[config.mk]
export PLATFORM = sky130hd
export DESIGN_NAME = ex_wb_pipe
export DESIGN_NICKNAME = d
export VERILOG_FILES = /design/src/cpu_pkg.sv /design/src/alu.sv /design/src/ex_mem_reg.sv /design/src/ex_stage.sv /design/src/ex_wb_pipe.sv /design/src/mem_stage.sv /design/src/mem_wb_reg.sv
export SDC_FILE = /design/constraint.sdc
export NUM_CORES = 1
export LEC_CHECK = 0
export ABC_AREA = 1
export BUFFER_PORTS_ARGS = -buffer_cell sky130_fd_sc_hd__buf_2
export CAP_MARGIN = 15
export CORE_MARGIN = 3
export CORE_UTILIZATION = 48
export DETAILED_ROUTE_END_ITERATION = 10
export PLACE_DENSITY = 0.71
export SLEW_MARGIN = 20
export SYNTH_ARGS = -nofsm -noshare
export SYNTH_HDL_FRONTEND = slang
export SYNTH_SLANG_ARGS = --single-unit
[constraint.sdc]
create_clock -name CLK -period 4.4 [get_ports CLK]
set_input_delay 0.22 -clock CLK [delete_from_list [all_inputs] [get_ports CLK]]
set_output_delay 0.22 -clock CLK [all_outputs]
set_load 0.03 [all_outputs]
[src/cpu_pkg.sv]
// ============================
// shared types for the EX-to-WB pipeline slice
// opcode, funct and ALU encodings plus the instruction word
// import with cpu_pkg::* in the module header
// ============================

package cpu_pkg;

	typedef logic [31:0] word_t;
	typedef logic [4:0] regbits_t;

	// MIPS primary opcodes that this slice executes
	typedef enum logic [5:0] {
		OP_RTYPE = 6'h00,
		OP_ADDIU = 6'h09,
		OP_SLTI  = 6'h0A,
		OP_ORI   = 6'h0D,
		OP_LUI   = 6'h0F,
		OP_LW    = 6'h23,
		OP_SW    = 6'h2B
	} opcode_t;

	// R-type function codes
	typedef enum logic [5:0] {
		FN_SLL  = 6'h00,
		FN_ADDU = 6'h21,
		FN_SUBU = 6'h23,
		FN_AND  = 6'h24,
		FN_OR   = 6'h25,
		FN_XOR  = 6'h26,
		FN_SLT  = 6'h2A
	} funct_t;

	typedef enum logic [3:0] {
		ALU_ADD = 4'd0,
		ALU_SUB = 4'd1,
		ALU_AND = 4'd2,
		ALU_OR  = 4'd3,
		ALU_XOR = 4'd4,
		ALU_SLT = 4'd5,
		ALU_SLL = 4'd6,
		ALU_LUI = 4'd7
	} aluop_t;

	// which instruction field names the write register
	typedef enum logic {
		SEL_RD = 1'b0,
		SEL_RT = 1'b1
	} reg_dest_sel_t;

	typedef struct packed {
		opcode_t opcode;
		regbits_t rs;
		regbits_t rt;
		regbits_t rd;
		logic [4:0] shamt;
		funct_t funct;
	} rtype_t;

	typedef struct packed {
		opcode_t opcode;
		regbits_t rs;
		regbits_t rt;
		logic [15:0] imm16;
	} itype_t;

	// same 32 bits, read as R or I format depending on opcode
	typedef union packed {
		rtype_t rtype;
		itype_t itype;
	} instr_u;

endpackage

[src/alu.sv]
// ============================
// combinational ALU for the execute stage
// op selects the function, zero flags an all-zero result
// ============================

`timescale 1ns/1ps

module alu
	import cpu_pkg::*;
#(
	parameter int DATA_W = 32
) (
	input aluop_t op,
	input logic [DATA_W-1:0] a,
	input logic [DATA_W-1:0] b,
	input logic [4:0] shamt,
	output logic [DATA_W-1:0] result,
	output logic zero
);

	localparam int HALF_W = DATA_W / 2;

	always_comb begin
		case (op)
			ALU_ADD: result = a + b;
			ALU_SUB: result = a - b;
			ALU_AND: result = a & b;
			ALU_OR:  result = a | b;
			ALU_XOR: result = a ^ b;
			// signed compare, result is 0 or 1
			ALU_SLT: result = {{(DATA_W-1){1'b0}}, ($signed(a) < $signed(b))};
			// shift amount comes from the instruction, not a register
			ALU_SLL: result = b << shamt;
			// immediate sits in the low half of b
			ALU_LUI: result = {b[HALF_W-1:0], {HALF_W{1'b0}}};
			default: result = '0;
		endcase
	end

	assign zero = (result == '0);

endmodule

[src/ex_mem_reg.sv]
// ============================
// EX/MEM pipeline register
// loads when enabled, takes a bubble on flush, holds otherwise
// reset also leaves a bubble
// ============================

`timescale 1ns/1ps

module ex_mem_reg
	import cpu_pkg::*;
#(
	parameter int DATA_W = 32
) (
	input logic CLK,
	input logic nRST,
	input logic enable,
	input logic flush,
	input logic [DATA_W-1:0] result,
	input logic [DATA_W-1:0] store_data,
	input regbits_t wsel,
	input logic ex_wen,
	input logic ex_dren,
	input logic ex_dwen,
	input logic ex_halt,
	output logic [DATA_W-1:0] dmemaddr,
	output logic [DATA_W-1:0] dmemstore,
	output logic [DATA_W-1:0] result_ex_mem,
	output regbits_t wsel_ex_mem,
	output logic wen_ex_mem,
	output logic dren,
	output logic dwen,
	output logic halt_ex_mem
);

	logic [DATA_W-1:0] result_reg, result_nxt;
	logic [DATA_W-1:0] store_reg, store_nxt;
	regbits_t wsel_reg, wsel_nxt;
	logic wen_reg, wen_nxt;
	logic dren_reg, dren_nxt;
	logic dwen_reg, dwen_nxt;
	logic halt_reg, halt_nxt;

	always_comb begin
		// hold by default
		result_nxt = result_reg;
		store_nxt = store_reg;
		wsel_nxt = wsel_reg;
		wen_nxt = wen_reg;
		dren_nxt = dren_reg;
		dwen_nxt = dwen_reg;
		halt_nxt = halt_reg;
		if (enable && !flush) begin
			result_nxt = result;
			store_nxt = store_data;
			wsel_nxt = wsel;
			wen_nxt = ex_wen;
			dren_nxt = ex_dren;
			dwen_nxt = ex_dwen;
			halt_nxt = ex_halt;
		end else if (enable) begin
			// flushed slot becomes a bubble
			result_nxt = '0;
			store_nxt = '0;
			wsel_nxt = '0;
			wen_nxt = 1'b0;
			dren_nxt = 1'b0;
			dwen_nxt = 1'b0;
			halt_nxt = 1'b0;
		end
	end

	always_ff @(posedge CLK, negedge nRST) begin
		if (!nRST) begin
			result_reg <= '0;
			store_reg <= '0;
			wsel_reg <= '0;
			wen_reg <= 1'b0;
			dren_reg <= 1'b0;
			dwen_reg <= 1'b0;
			halt_reg <= 1'b0;
		end else begin
			result_reg <= result_nxt;
			store_reg <= store_nxt;
			wsel_reg <= wsel_nxt;
			wen_reg <= wen_nxt;
			dren_reg <= dren_nxt;
			dwen_reg <= dwen_nxt;
			halt_reg <= halt_nxt;
		end
	end

	// address and result are the same ALU value
	assign dmemaddr = result_reg;
	assign result_ex_mem = result_reg;
	assign dmemstore = store_reg;
	assign wsel_ex_mem = wsel_reg;
	assign wen_ex_mem = wen_reg;
	assign dren = dren_reg;
	assign dwen = dwen_reg;
	assign halt_ex_mem = halt_reg;

endmodule

[src/ex_stage.sv]
// ============================
// execute stage
// decodes the instruction word, drives the ALU and picks the
// write register; all outputs go straight into EX/MEM
// ============================

`timescale 1ns/1ps

module ex_stage
	import cpu_pkg::*;
#(
	parameter int DATA_W = 32
) (
	input instr_u instr,
	input logic [DATA_W-1:0] rdat1,
	input logic [DATA_W-1:0] rdat2,
	input logic wen,
	input logic halt,
	output logic [DATA_W-1:0] result,
	output logic [DATA_W-1:0] store_data,
	output regbits_t wsel,
	output logic ex_wen,
	output logic ex_dren,
	output logic ex_dwen,
	output logic ex_halt
);

	aluop_t alu_op;
	reg_dest_sel_t reg_dest;
	logic [DATA_W-1:0] imm_ext;
	logic [DATA_W-1:0] alu_b;
	logic valid;

	always_comb begin
		alu_op = ALU_ADD;
		reg_dest = SEL_RD;
		imm_ext = {{(DATA_W-16){instr.itype.imm16[15]}}, instr.itype.imm16};
		valid = 1'b1;
		ex_dren = 1'b0;
		ex_dwen = 1'b0;
		case (instr.rtype.opcode)
			OP_RTYPE: begin
				case (instr.rtype.funct)
					FN_SLL:  alu_op = ALU_SLL;
					FN_ADDU: alu_op = ALU_ADD;
					FN_SUBU: alu_op = ALU_SUB;
					FN_AND:  alu_op = ALU_AND;
					FN_OR:   alu_op = ALU_OR;
					FN_XOR:  alu_op = ALU_XOR;
					FN_SLT:  alu_op = ALU_SLT;
					default: valid = 1'b0;
				endcase
			end
			OP_ADDIU: reg_dest = SEL_RT;
			OP_SLTI: begin
				alu_op = ALU_SLT;
				reg_dest = SEL_RT;
			end
			OP_ORI: begin
				// logical immediate is zero extended
				alu_op = ALU_OR;
				reg_dest = SEL_RT;
				imm_ext = {{(DATA_W-16){1'b0}}, instr.itype.imm16};
			end
			OP_LUI: begin
				alu_op = ALU_LUI;
				reg_dest = SEL_RT;
			end
			OP_LW: begin
				reg_dest = SEL_RT;
				ex_dren = 1'b1;
			end
			OP_SW: begin
				reg_dest = SEL_RT;
				ex_dwen = 1'b1;
			end
			default: valid = 1'b0;
		endcase
	end

	// I-type uses the immediate as second operand
	assign alu_b = (reg_dest == SEL_RT) ? imm_ext : rdat2;

	alu #(
		.DATA_W(DATA_W)
	) alu_i (
		.op(alu_op),
		.a(rdat1),
		.b(alu_b),
		.shamt(instr.rtype.shamt),
		.result(result),
		.zero()
	);

	assign wsel = (reg_dest == SEL_RT) ? instr.itype.rt : instr.rtype.rd;
	assign store_data = rdat2;
	// stores and undecoded words never write the register file
	assign ex_wen = wen & valid & ~ex_dwen;
	assign ex_halt = halt;

endmodule

[src/ex_wb_pipe.sv]
// ============================
// top of the execute-to-writeback pipeline slice
// operands arrive already read; results leave on the wb_* outputs
// and data memory sits behind the Wishbone master port
// ============================

`timescale 1ns/1ps

module ex_wb_pipe
	import cpu_pkg::*;
#(
	parameter int DATA_W = 32
) (
	input logic CLK,
	input logic nRST,
	input instr_u instr,
	input logic [DATA_W-1:0] rdat1,
	input logic [DATA_W-1:0] rdat2,
	input logic wen,
	input logic halt,
	input logic flush,
	output logic stall,
	output logic wb_wen,
	output regbits_t wb_addr,
	output logic [DATA_W-1:0] wb_data,
	output logic wb_halt,
	output logic wb_cyc,
	output logic wb_stb,
	output logic wb_we,
	output logic [DATA_W-1:0] wb_adr,
	output logic [DATA_W-1:0] wb_dat_w,
	output logic [DATA_W/8-1:0] wb_sel,
	input logic [DATA_W-1:0] wb_dat_r,
	input logic wb_ack
);

	logic enable;
	// execute outputs
	logic [DATA_W-1:0] ex_result, ex_store;
	regbits_t ex_wsel;
	logic ex_wen, ex_dren, ex_dwen, ex_halt;
	// EX/MEM outputs
	logic [DATA_W-1:0] dmemaddr, dmemstore, result_ex_mem;
	regbits_t wsel_ex_mem;
	logic wen_ex_mem, dren, dwen, halt_ex_mem;
	logic [DATA_W-1:0] load_data;

	// both pipeline registers advance together
	assign enable = ~stall;

	ex_stage #(
		.DATA_W(DATA_W)
	) ex_stage_i (
		.instr(instr),
		.rdat1(rdat1),
		.rdat2(rdat2),
		.wen(wen),
		.halt(halt),
		.result(ex_result),
		.store_data(ex_store),
		.wsel(ex_wsel),
		.ex_wen(ex_wen),
		.ex_dren(ex_dren),
		.ex_dwen(ex_dwen),
		.ex_halt(ex_halt)
	);

	ex_mem_reg #(
		.DATA_W(DATA_W)
	) ex_mem_reg_i (
		.CLK(CLK),
		.nRST(nRST),
		.enable(enable),
		.flush(flush),
		.result(ex_result),
		.store_data(ex_store),
		.wsel(ex_wsel),
		.ex_wen(ex_wen),
		.ex_dren(ex_dren),
		.ex_dwen(ex_dwen),
		.ex_halt(ex_halt),
		.dmemaddr(dmemaddr),
		.dmemstore(dmemstore),
		.result_ex_mem(result_ex_mem),
		.wsel_ex_mem(wsel_ex_mem),
		.wen_ex_mem(wen_ex_mem),
		.dren(dren),
		.dwen(dwen),
		.halt_ex_mem(halt_ex_mem)
	);

	mem_stage #(
		.DATA_W(DATA_W)
	) mem_stage_i (
		.CLK(CLK),
		.nRST(nRST),
		.dmemaddr(dmemaddr),
		.dmemstore(dmemstore),
		.dren(dren),
		.dwen(dwen),
		.wb_dat_r(wb_dat_r),
		.wb_ack(wb_ack),
		.wb_cyc(wb_cyc),
		.wb_stb(wb_stb),
		.wb_we(wb_we),
		.wb_adr(wb_adr),
		.wb_dat_w(wb_dat_w),
		.wb_sel(wb_sel),
		.stall(stall),
		.load_data(load_data)
	);

	mem_wb_reg #(
		.DATA_W(DATA_W)
	) mem_wb_reg_i (
		.CLK(CLK),
		.nRST(nRST),
		.enable(enable),
		.result_ex_mem(result_ex_mem),
		.load_data(load_data),
		.dren(dren),
		.wsel_ex_mem(wsel_ex_mem),
		.wen_ex_mem(wen_ex_mem),
		.halt_ex_mem(halt_ex_mem),
		.wb_wen(wb_wen),
		.wb_addr(wb_addr),
		.wb_data(wb_data),
		.wb_halt(wb_halt)
	);

endmodule

[src/mem_stage.sv]
// ============================
// memory stage, Wishbone classic master
// one single-word transfer per load or store held in EX/MEM;
// stall holds the pipe until the slave acks
// ============================

`timescale 1ns/1ps

module mem_stage #(
	parameter int DATA_W = 32
) (
	input logic CLK,
	input logic nRST,
	input logic [DATA_W-1:0] dmemaddr,
	input logic [DATA_W-1:0] dmemstore,
	input logic dren,
	input logic dwen,
	input logic [DATA_W-1:0] wb_dat_r,
	input logic wb_ack,
	output logic wb_cyc,
	output logic wb_stb,
	output logic wb_we,
	output logic [DATA_W-1:0] wb_adr,
	output logic [DATA_W-1:0] wb_dat_w,
	output logic [DATA_W/8-1:0] wb_sel,
	output logic stall,
	output logic [DATA_W-1:0] load_data
);

	assign wb_cyc = dren | dwen;
	assign wb_stb = dren | dwen;
	assign wb_we = dwen;
	assign wb_adr = dmemaddr;
	assign wb_dat_w = dmemstore;
	assign wb_sel = '1;
	assign stall = wb_cyc & ~wb_ack;
	assign load_data = wb_dat_r;

endmodule

[src/mem_wb_reg.sv]
// ============================
// MEM/WB pipeline register
// captures the writeback fields when enabled, with load data
// chosen over the ALU result for loads
// ============================

`timescale 1ns/1ps

module mem_wb_reg
	import cpu_pkg::*;
#(
	parameter int DATA_W = 32
) (
	input logic CLK,
	input logic nRST,
	input logic enable,
	input logic [DATA_W-1:0] result_ex_mem,
	input logic [DATA_W-1:0] load_data,
	input logic dren,
	input regbits_t wsel_ex_mem,
	input logic wen_ex_mem,
	input logic halt_ex_mem,
	output logic wb_wen,
	output regbits_t wb_addr,
	output logic [DATA_W-1:0] wb_data,
	output logic wb_halt
);

	logic [DATA_W-1:0] wdat;

	// loads write back what the bus returned
	assign wdat = dren ? load_data : result_ex_mem;

	always_ff @(posedge CLK, negedge nRST) begin
		if (!nRST) begin
			wb_wen <= 1'b0;
			wb_halt <= 1'b0;
			wb_addr <= '0;
			wb_data <= '0;
		end else if (enable) begin
			wb_wen <= wen_ex_mem;
			wb_halt <= halt_ex_mem;
			wb_addr <= wsel_ex_mem;
			wb_data <= wdat;
		end
	end

endmodule

======== Word-level counts from Yosys, hierarchy flattened ========
Index checks and enable logic that the tools add are counted.
word-level totals
  bits in registers ....................... 112
  input port bits ......................... 134
  output and inout port bits .............. 111
  logic and storage cells ................. 74
cells by class
  add/subtract/negate cells ............... 2
  $lt $le $gt $ge ......................... 1
  eq/ne operators ......................... 20
  shift-type cells ........................ 1
  multiplexer cells ....................... 22
  bitwise gates (word level) .............. 10
  reductions and logical operators ........ 7
operators with widths
  operator              number
  $pmux W32 S8          1
  $mux W32              6
  $eq A6 B6 Y1 const B  8
  $add A32 B32 Y32      1
  $and A32 B32 Y32      1
  $lt A32 B32 Y1        1
  $or A32 B32 Y32       1
  $shl A32 B5 Y32       1
  $sub A32 B32 Y32      1
  $xor A32 B32 Y32      1
  $eq A6 B4 Y1 const B  4
  $pmux W3 S6           1
  $eq A4 B3 Y1 const B  4
  $pmux W4 S4           1
  $mux W5               3
  $logic_not A6 Y1      2
  $mux W1               9
  $eq A4 B2 Y1 const B  2
  $reduce_or A7 Y1      1
  $reduce_or A6 Y1      1
  $eq A4 B1 Y1 const B  1
  $logic_not A4 Y1      1
  $and A1 B1 Y1         3
  $not A1 Y1            3
  other kinds (5)       5

======== Longest topological paths before layout ========
  depth after elaboration ................. 7
  mapped depth ............................ 28
  mapped depth without buffers ............ 26

======== By module ========
Synthesis repeated with hierarchy kept, for this count alone.
second synthesis, totals
  cell total of the unflattened synthesis .. 2,737
  area total of the unflattened synthesis .. 15,959.1 um^2
modules (own cells, without submodules)
  module      times used  cells each  area an instance (um^2)  sequential area each (um^2)
  alu         1           1,789       8,903.5                  0.0
  ex_mem_reg  1           348         3,226.8                  1,826.8
  mem_wb_reg  1           301         2,040.7                  975.9
  ex_stage    1           192         1,001.0                  0.0
  mem_stage   1           106         783.3                    0.0
  ex_wb_pipe  1           1           3.8                      0.0

======== Worst setup path before layout ========
Ideal clock, no wire load.
  path type ............................... input -> register
  start point ............................. input port instr[28] (netlist name)
  end point ............................... register ex_mem_reg_i.result_reg[22], in the netlist ex_mem_reg_i.dmemaddr[22]
  setup time .............................. 117 ps
  data arrival time ....................... 2,871 ps
  setup slack ............................. 1,412 ps
  stages on the path ...................... 23
  cells stage by stage .................... inv_2 > nand2_1 > nor2_4 > nand2_4 > nand3_4 > buf_2 > nor2_1 > a21oi_1 > ha_1 > clkbuf_1 > inv_1 > nand2_1 > nor2_1 > nand4_1 > nand3_1 > nand2_1 > nand2_1 > a21oi_1 > or2_2 > nand2_1 > nand4_1 > nand2_1 > nand2_1
on the way
  longest elaborated chain between the ends .. 7
  elaborated cells on any way between the ends .. 28
  classes of those cells .................. add/sub: 2; eq/ne: 13; shift: 1; mux: 6; bitwise: 3; reduce/logical: 3
ends and longest elaborated chain
  item                                          line              text
  start, declared                               ex_wb_pipe.sv:16  input instr_u instr,
  $eq A6 B4 Y1 or $eq A6 B6 Y1 (tied branches)  ex_stage.sv:41    case (instr.rtype.opcode)
  $reduce_or A6 Y1 (no source line)             --
  $mux W1                                       ex_stage.sv:41
  $mux W32                                      ex_stage.sv:82    assign alu_b = (reg_dest == SEL_RT) ? imm_ext : rdat2;
  $sub A32 B32 Y32 (tied with other cells)      alu.sv:26         ALU_SUB: result = a - b;
  $pmux W32 S8 *                                alu.sv:24         case (op)
  $mux W32 *                                    ex_mem_reg.sv:52  if (enable && !flush) begin
  end signal, assigned                          ex_mem_reg.sv:82  result_reg <= result_nxt;
  end, declared                                 ex_mem_reg.sv:35  logic [DATA_W-1:0] result_reg, result_nxt;
Every way passes the cells marked *; elsewhere a longest branch is shown, timed or not.
A chain may end at the register's enable or synchronous reset.

======== Worst setup path after layout ========
  start point ............................. input port instr[27] (netlist name)
  end point ............................... register ex_mem_reg_i.result_reg[20], in the netlist ex_mem_reg_i.dmemaddr[20]
The elaborated chain is that of the path after synthesis.

==> flow_summary.json <==
{
  "status": "finished, final reports clean",
  "final_common_cell": "nand2_1",
  "power_mw": 4.121,
  "relSlewSlack": 0.2969,
  "layout-drive-gt1-share": 0.1517,
  "worstPathRequired_ns": 4.65,
  "yosysTopAreaCell": "dfrtp_1",
  "place_area_um2": 14580,
  "crit_top_cell": "nand2_1",
  "insertion_delay_ns": 0.35,
  "layout.nets": 2587,
  "cts_sinks": 112,
  "fillerInstances": 2785,
  "synthDistinctLibCells": 55,
  "drtIter0Drc": 2311,
  "synth.yosys.warnings": 0,
  "num_vias": 16180,
  "synth_flop_cell": "dfrtp_1",
  "async_flop_share": 1.000,
  "holdBufCountCts": 1,
  "gp_congestion": 1.146,
  "end_kind": "flop",
  "floorplan.rows": 59,
  "min_path_type": "input port to flop",
  "core_um2": 26350,
  "period_needed_ns": 3.997,
  "synth_area_per_cell_um2": 6.083,
  "n_antenna_cell": 0,
  "netlist.area_leader.share": 0.2151,
  "netlist_area_um2": 13030,
  "synth_edf_count": 0,
  "path_cells": "buf_2 -> nand2_1 -> inv_2 -> nor2_2 -> nand2_4 -> buf_4 -> nand4_1 -> nand2_1 -> inv_1 -> ha_1 -> nor2_1 -> inv_1 -> nor2_1 -> inv_1 -> nor2_1 -> nand4_1 -> nand2_1 -> xor2_1 -> nor2_1 -> nor3_1 -> nand2_1 -> nand2_1 -> nand2_1",
  "setup_viol": 0,
  "slowest_stage": "nor3_1",
  "dr.pass1.iters": 6,
  "cts_htree_levels": 3,
  "netlist_top_cells_area": "dfrtp_1 22%, nand2_1 18%, nand3_1 11%, ha_1 10%, inv_1 6.0%",
  "grt_max_degree": 76,
  "utilization": 0.5649,
  "timing.final.crit_share": 0.9083,
  "ant_nets": 0,
  "grt_antenna_before_repair": 1,
  "final_cells": 2682,
  "grt_pass1_wl_um": 87400,
  "area_growth_pct": 14.26,
  "p_leak_nw": 8.067,
  "cts_buffers": 9,
  "start_util": 0.4944,
  "dieArea_um2": 29160,
  "critPathMaxStageDelay_ns": 0.43,
  "clk_pin_slew_ns": 0.08,
  "drc": 0,
  "wl_per_cell_um": 21.97,
  "synth.ff_latch_count": 112,
  "die_w_um": 170.8,
  "wirelength_um": 58920,
  "most-common-layout-cells": "623 x nand2_1, 277 x nand3_1, 234 x buf_2",
  "slew_viol_final": 0,
  "place_inst": 2665,
  "grt_usage": 0.3923,
  "max_cap_violations": 0,
  "holdWs_ns": 0.08027,
  "fin_ws_ns": 0.4035,
  "multi_input_area_um2": 8872,
  "postSynthCellCount": 2142,
  "hold_violations": 0,
  "arrival_ns": 4.24,
  "cts_tree": "yes",
  "crit_type": "input port to flop",
  "post_cts_buffers": 0,
  "worstPathMaxFanout": 35,
  "tns_ns": 0,
  "seq_area_um2": 2803,
  "powerDensity_nw_per_um2": 276.8,
  "dp_hpwl_um": 47460,
  "clockBufferDepth": 2,
  "ir_worst_vdd_uv": 197.6,
  "die_y_um": 170.8,
  "fmax_ghz": 0.2502,
  "grt_overflow_total": 0,
  "ios": 245,
  "vias_per_cell": 6.033,
  "worstMarginPinSlew_ns": 1.052,
  "start_kind": "input port",
  "io_buffer_count": 235,
  "grt_pass1_vias": 14880,
  "rsz0062_at_grt": "false",
  "cts_resized": 0,
  "ys_seq_area_frac": 0.2151,
  "fin_area_um2": 14890,
  "root_buffer": "clkbuf_16",
  "place_ws_ns": 0.2700,
  "skew_ns": 0.01160
}
-- logic make-up after synthesis --
| group | Yosys count | synth area share |
|---|---|---|
| adders and majority gates | 111 | 0.1077 |
| other | 1 | 0.0002878 |
| DFF | 112 | 0.2151 |
| AOI/OAI and AO/OA | 347 | 0.1529 |
| xor gates and xnor gates | 11 | 0.007394 |
| buffers and inverters | 336 | 0.1059 |
| and+or+nand+nor | 1224 | 0.4107 |
-- final timing paths --
| kind | start | to | slack, ns | depth (start not counted) |
|---|---|---|---|---|
| max | instr[27] | ex_mem_reg_i.dmemaddr[20]$_DFFE_PN0P_ | 0.40 | 23 |
| min | wb_ack | ex_mem_reg_i.dwen$_DFFE_PN0P_ | 0.08 | 2 |
| max reg2reg | ex_mem_reg_i.dren$_DFFE_PN0P_ | ex_mem_reg_i.dren$_DFFE_PN0P_ | 0.77 | 9 |
| min reg2reg | mem_wb_reg_i.wb_addr[4]$_DFFE_PN0N_ | mem_wb_reg_i.wb_addr[4]$_DFFE_PN0N_ | 0.47 | 2 |
| max in group asynchronous | nRST | ex_mem_reg_i.dmemstore[22]$_DFFE_PN0P_ | 2.73 | 3 |
| min in group asynchronous | nRST | mem_wb_reg_i.wb_data[17]$_DFFE_PN0N_ | 0.47 | 2 |
-- final cells by class --
cell class,count,area share
multi-input combinational,1697,0.5959
inverter,229,0.05807
tap,335,0.02815
sequential,112,0.1883
clock buffer,9,0.01513
timing repair buffer,293,0.1094
clock inverter,7,0.005042
-- Yosys cell counts, types with 2 or more instances --
library cell and number:
nor2_1 188, nor4_1 2, o211ai_1 8, nand4_1 72
a21boi_0 6, inv_1 209, clkbuf_1 49, nand2_4 3
clkinv_1 6, inv_4 2, o22ai_1 12, buf_6 4
nand3_4 2, xor2_1 11, nand2_2 7, a21oi_1 104
o31ai_1 2, ha_1 109, nor2_4 6, buf_4 13
o21ai_1 15, o21bai_1 10, and3_1 2, nand3b_1 7
a21o_1 7, nor2_2 6, a22o_1 7, a211oi_1 2
a31oi_1 35, a32o_1 4, dfrtp_1 112, buf_1 13
o21ai_0 118, nand3_1 277, nor3_1 21, o21a_1 5
inv_2 12, o2111ai_1 4, buf_2 28, nand2_1 623
or2_2 4, fa_1 2
-- critical path: cells and delay by family --
| kind | cells | cell delay [ns] |
|---|---|---|
| and+or+nand+nor | 15 | 2.57 |
| xor gates and xnor gates | 1 | 0.16 |
| adders and majority gates | 1 | 0.38 |
| buffers and inverters | 6 | 0.87 |
-- where the power goes --
part           internal [mW]  switching (mW)  total, mW
registers               1.15          0.0829       1.23
clock network          0.403           0.404      0.807
logic                  0.599            1.48       2.08
-- per-layer routing --
metal  vias to the layer above  routed length, um  track usage
li1                       7482                  -            -
met1                      7486              23140       0.5153
met2                      1036              25880       0.6309
met3                       174               6259      0.05384
met4                         2               3629       0.2018
met5                         -                 13            0
Note: power is estimated with default switching activity, not from simulation.
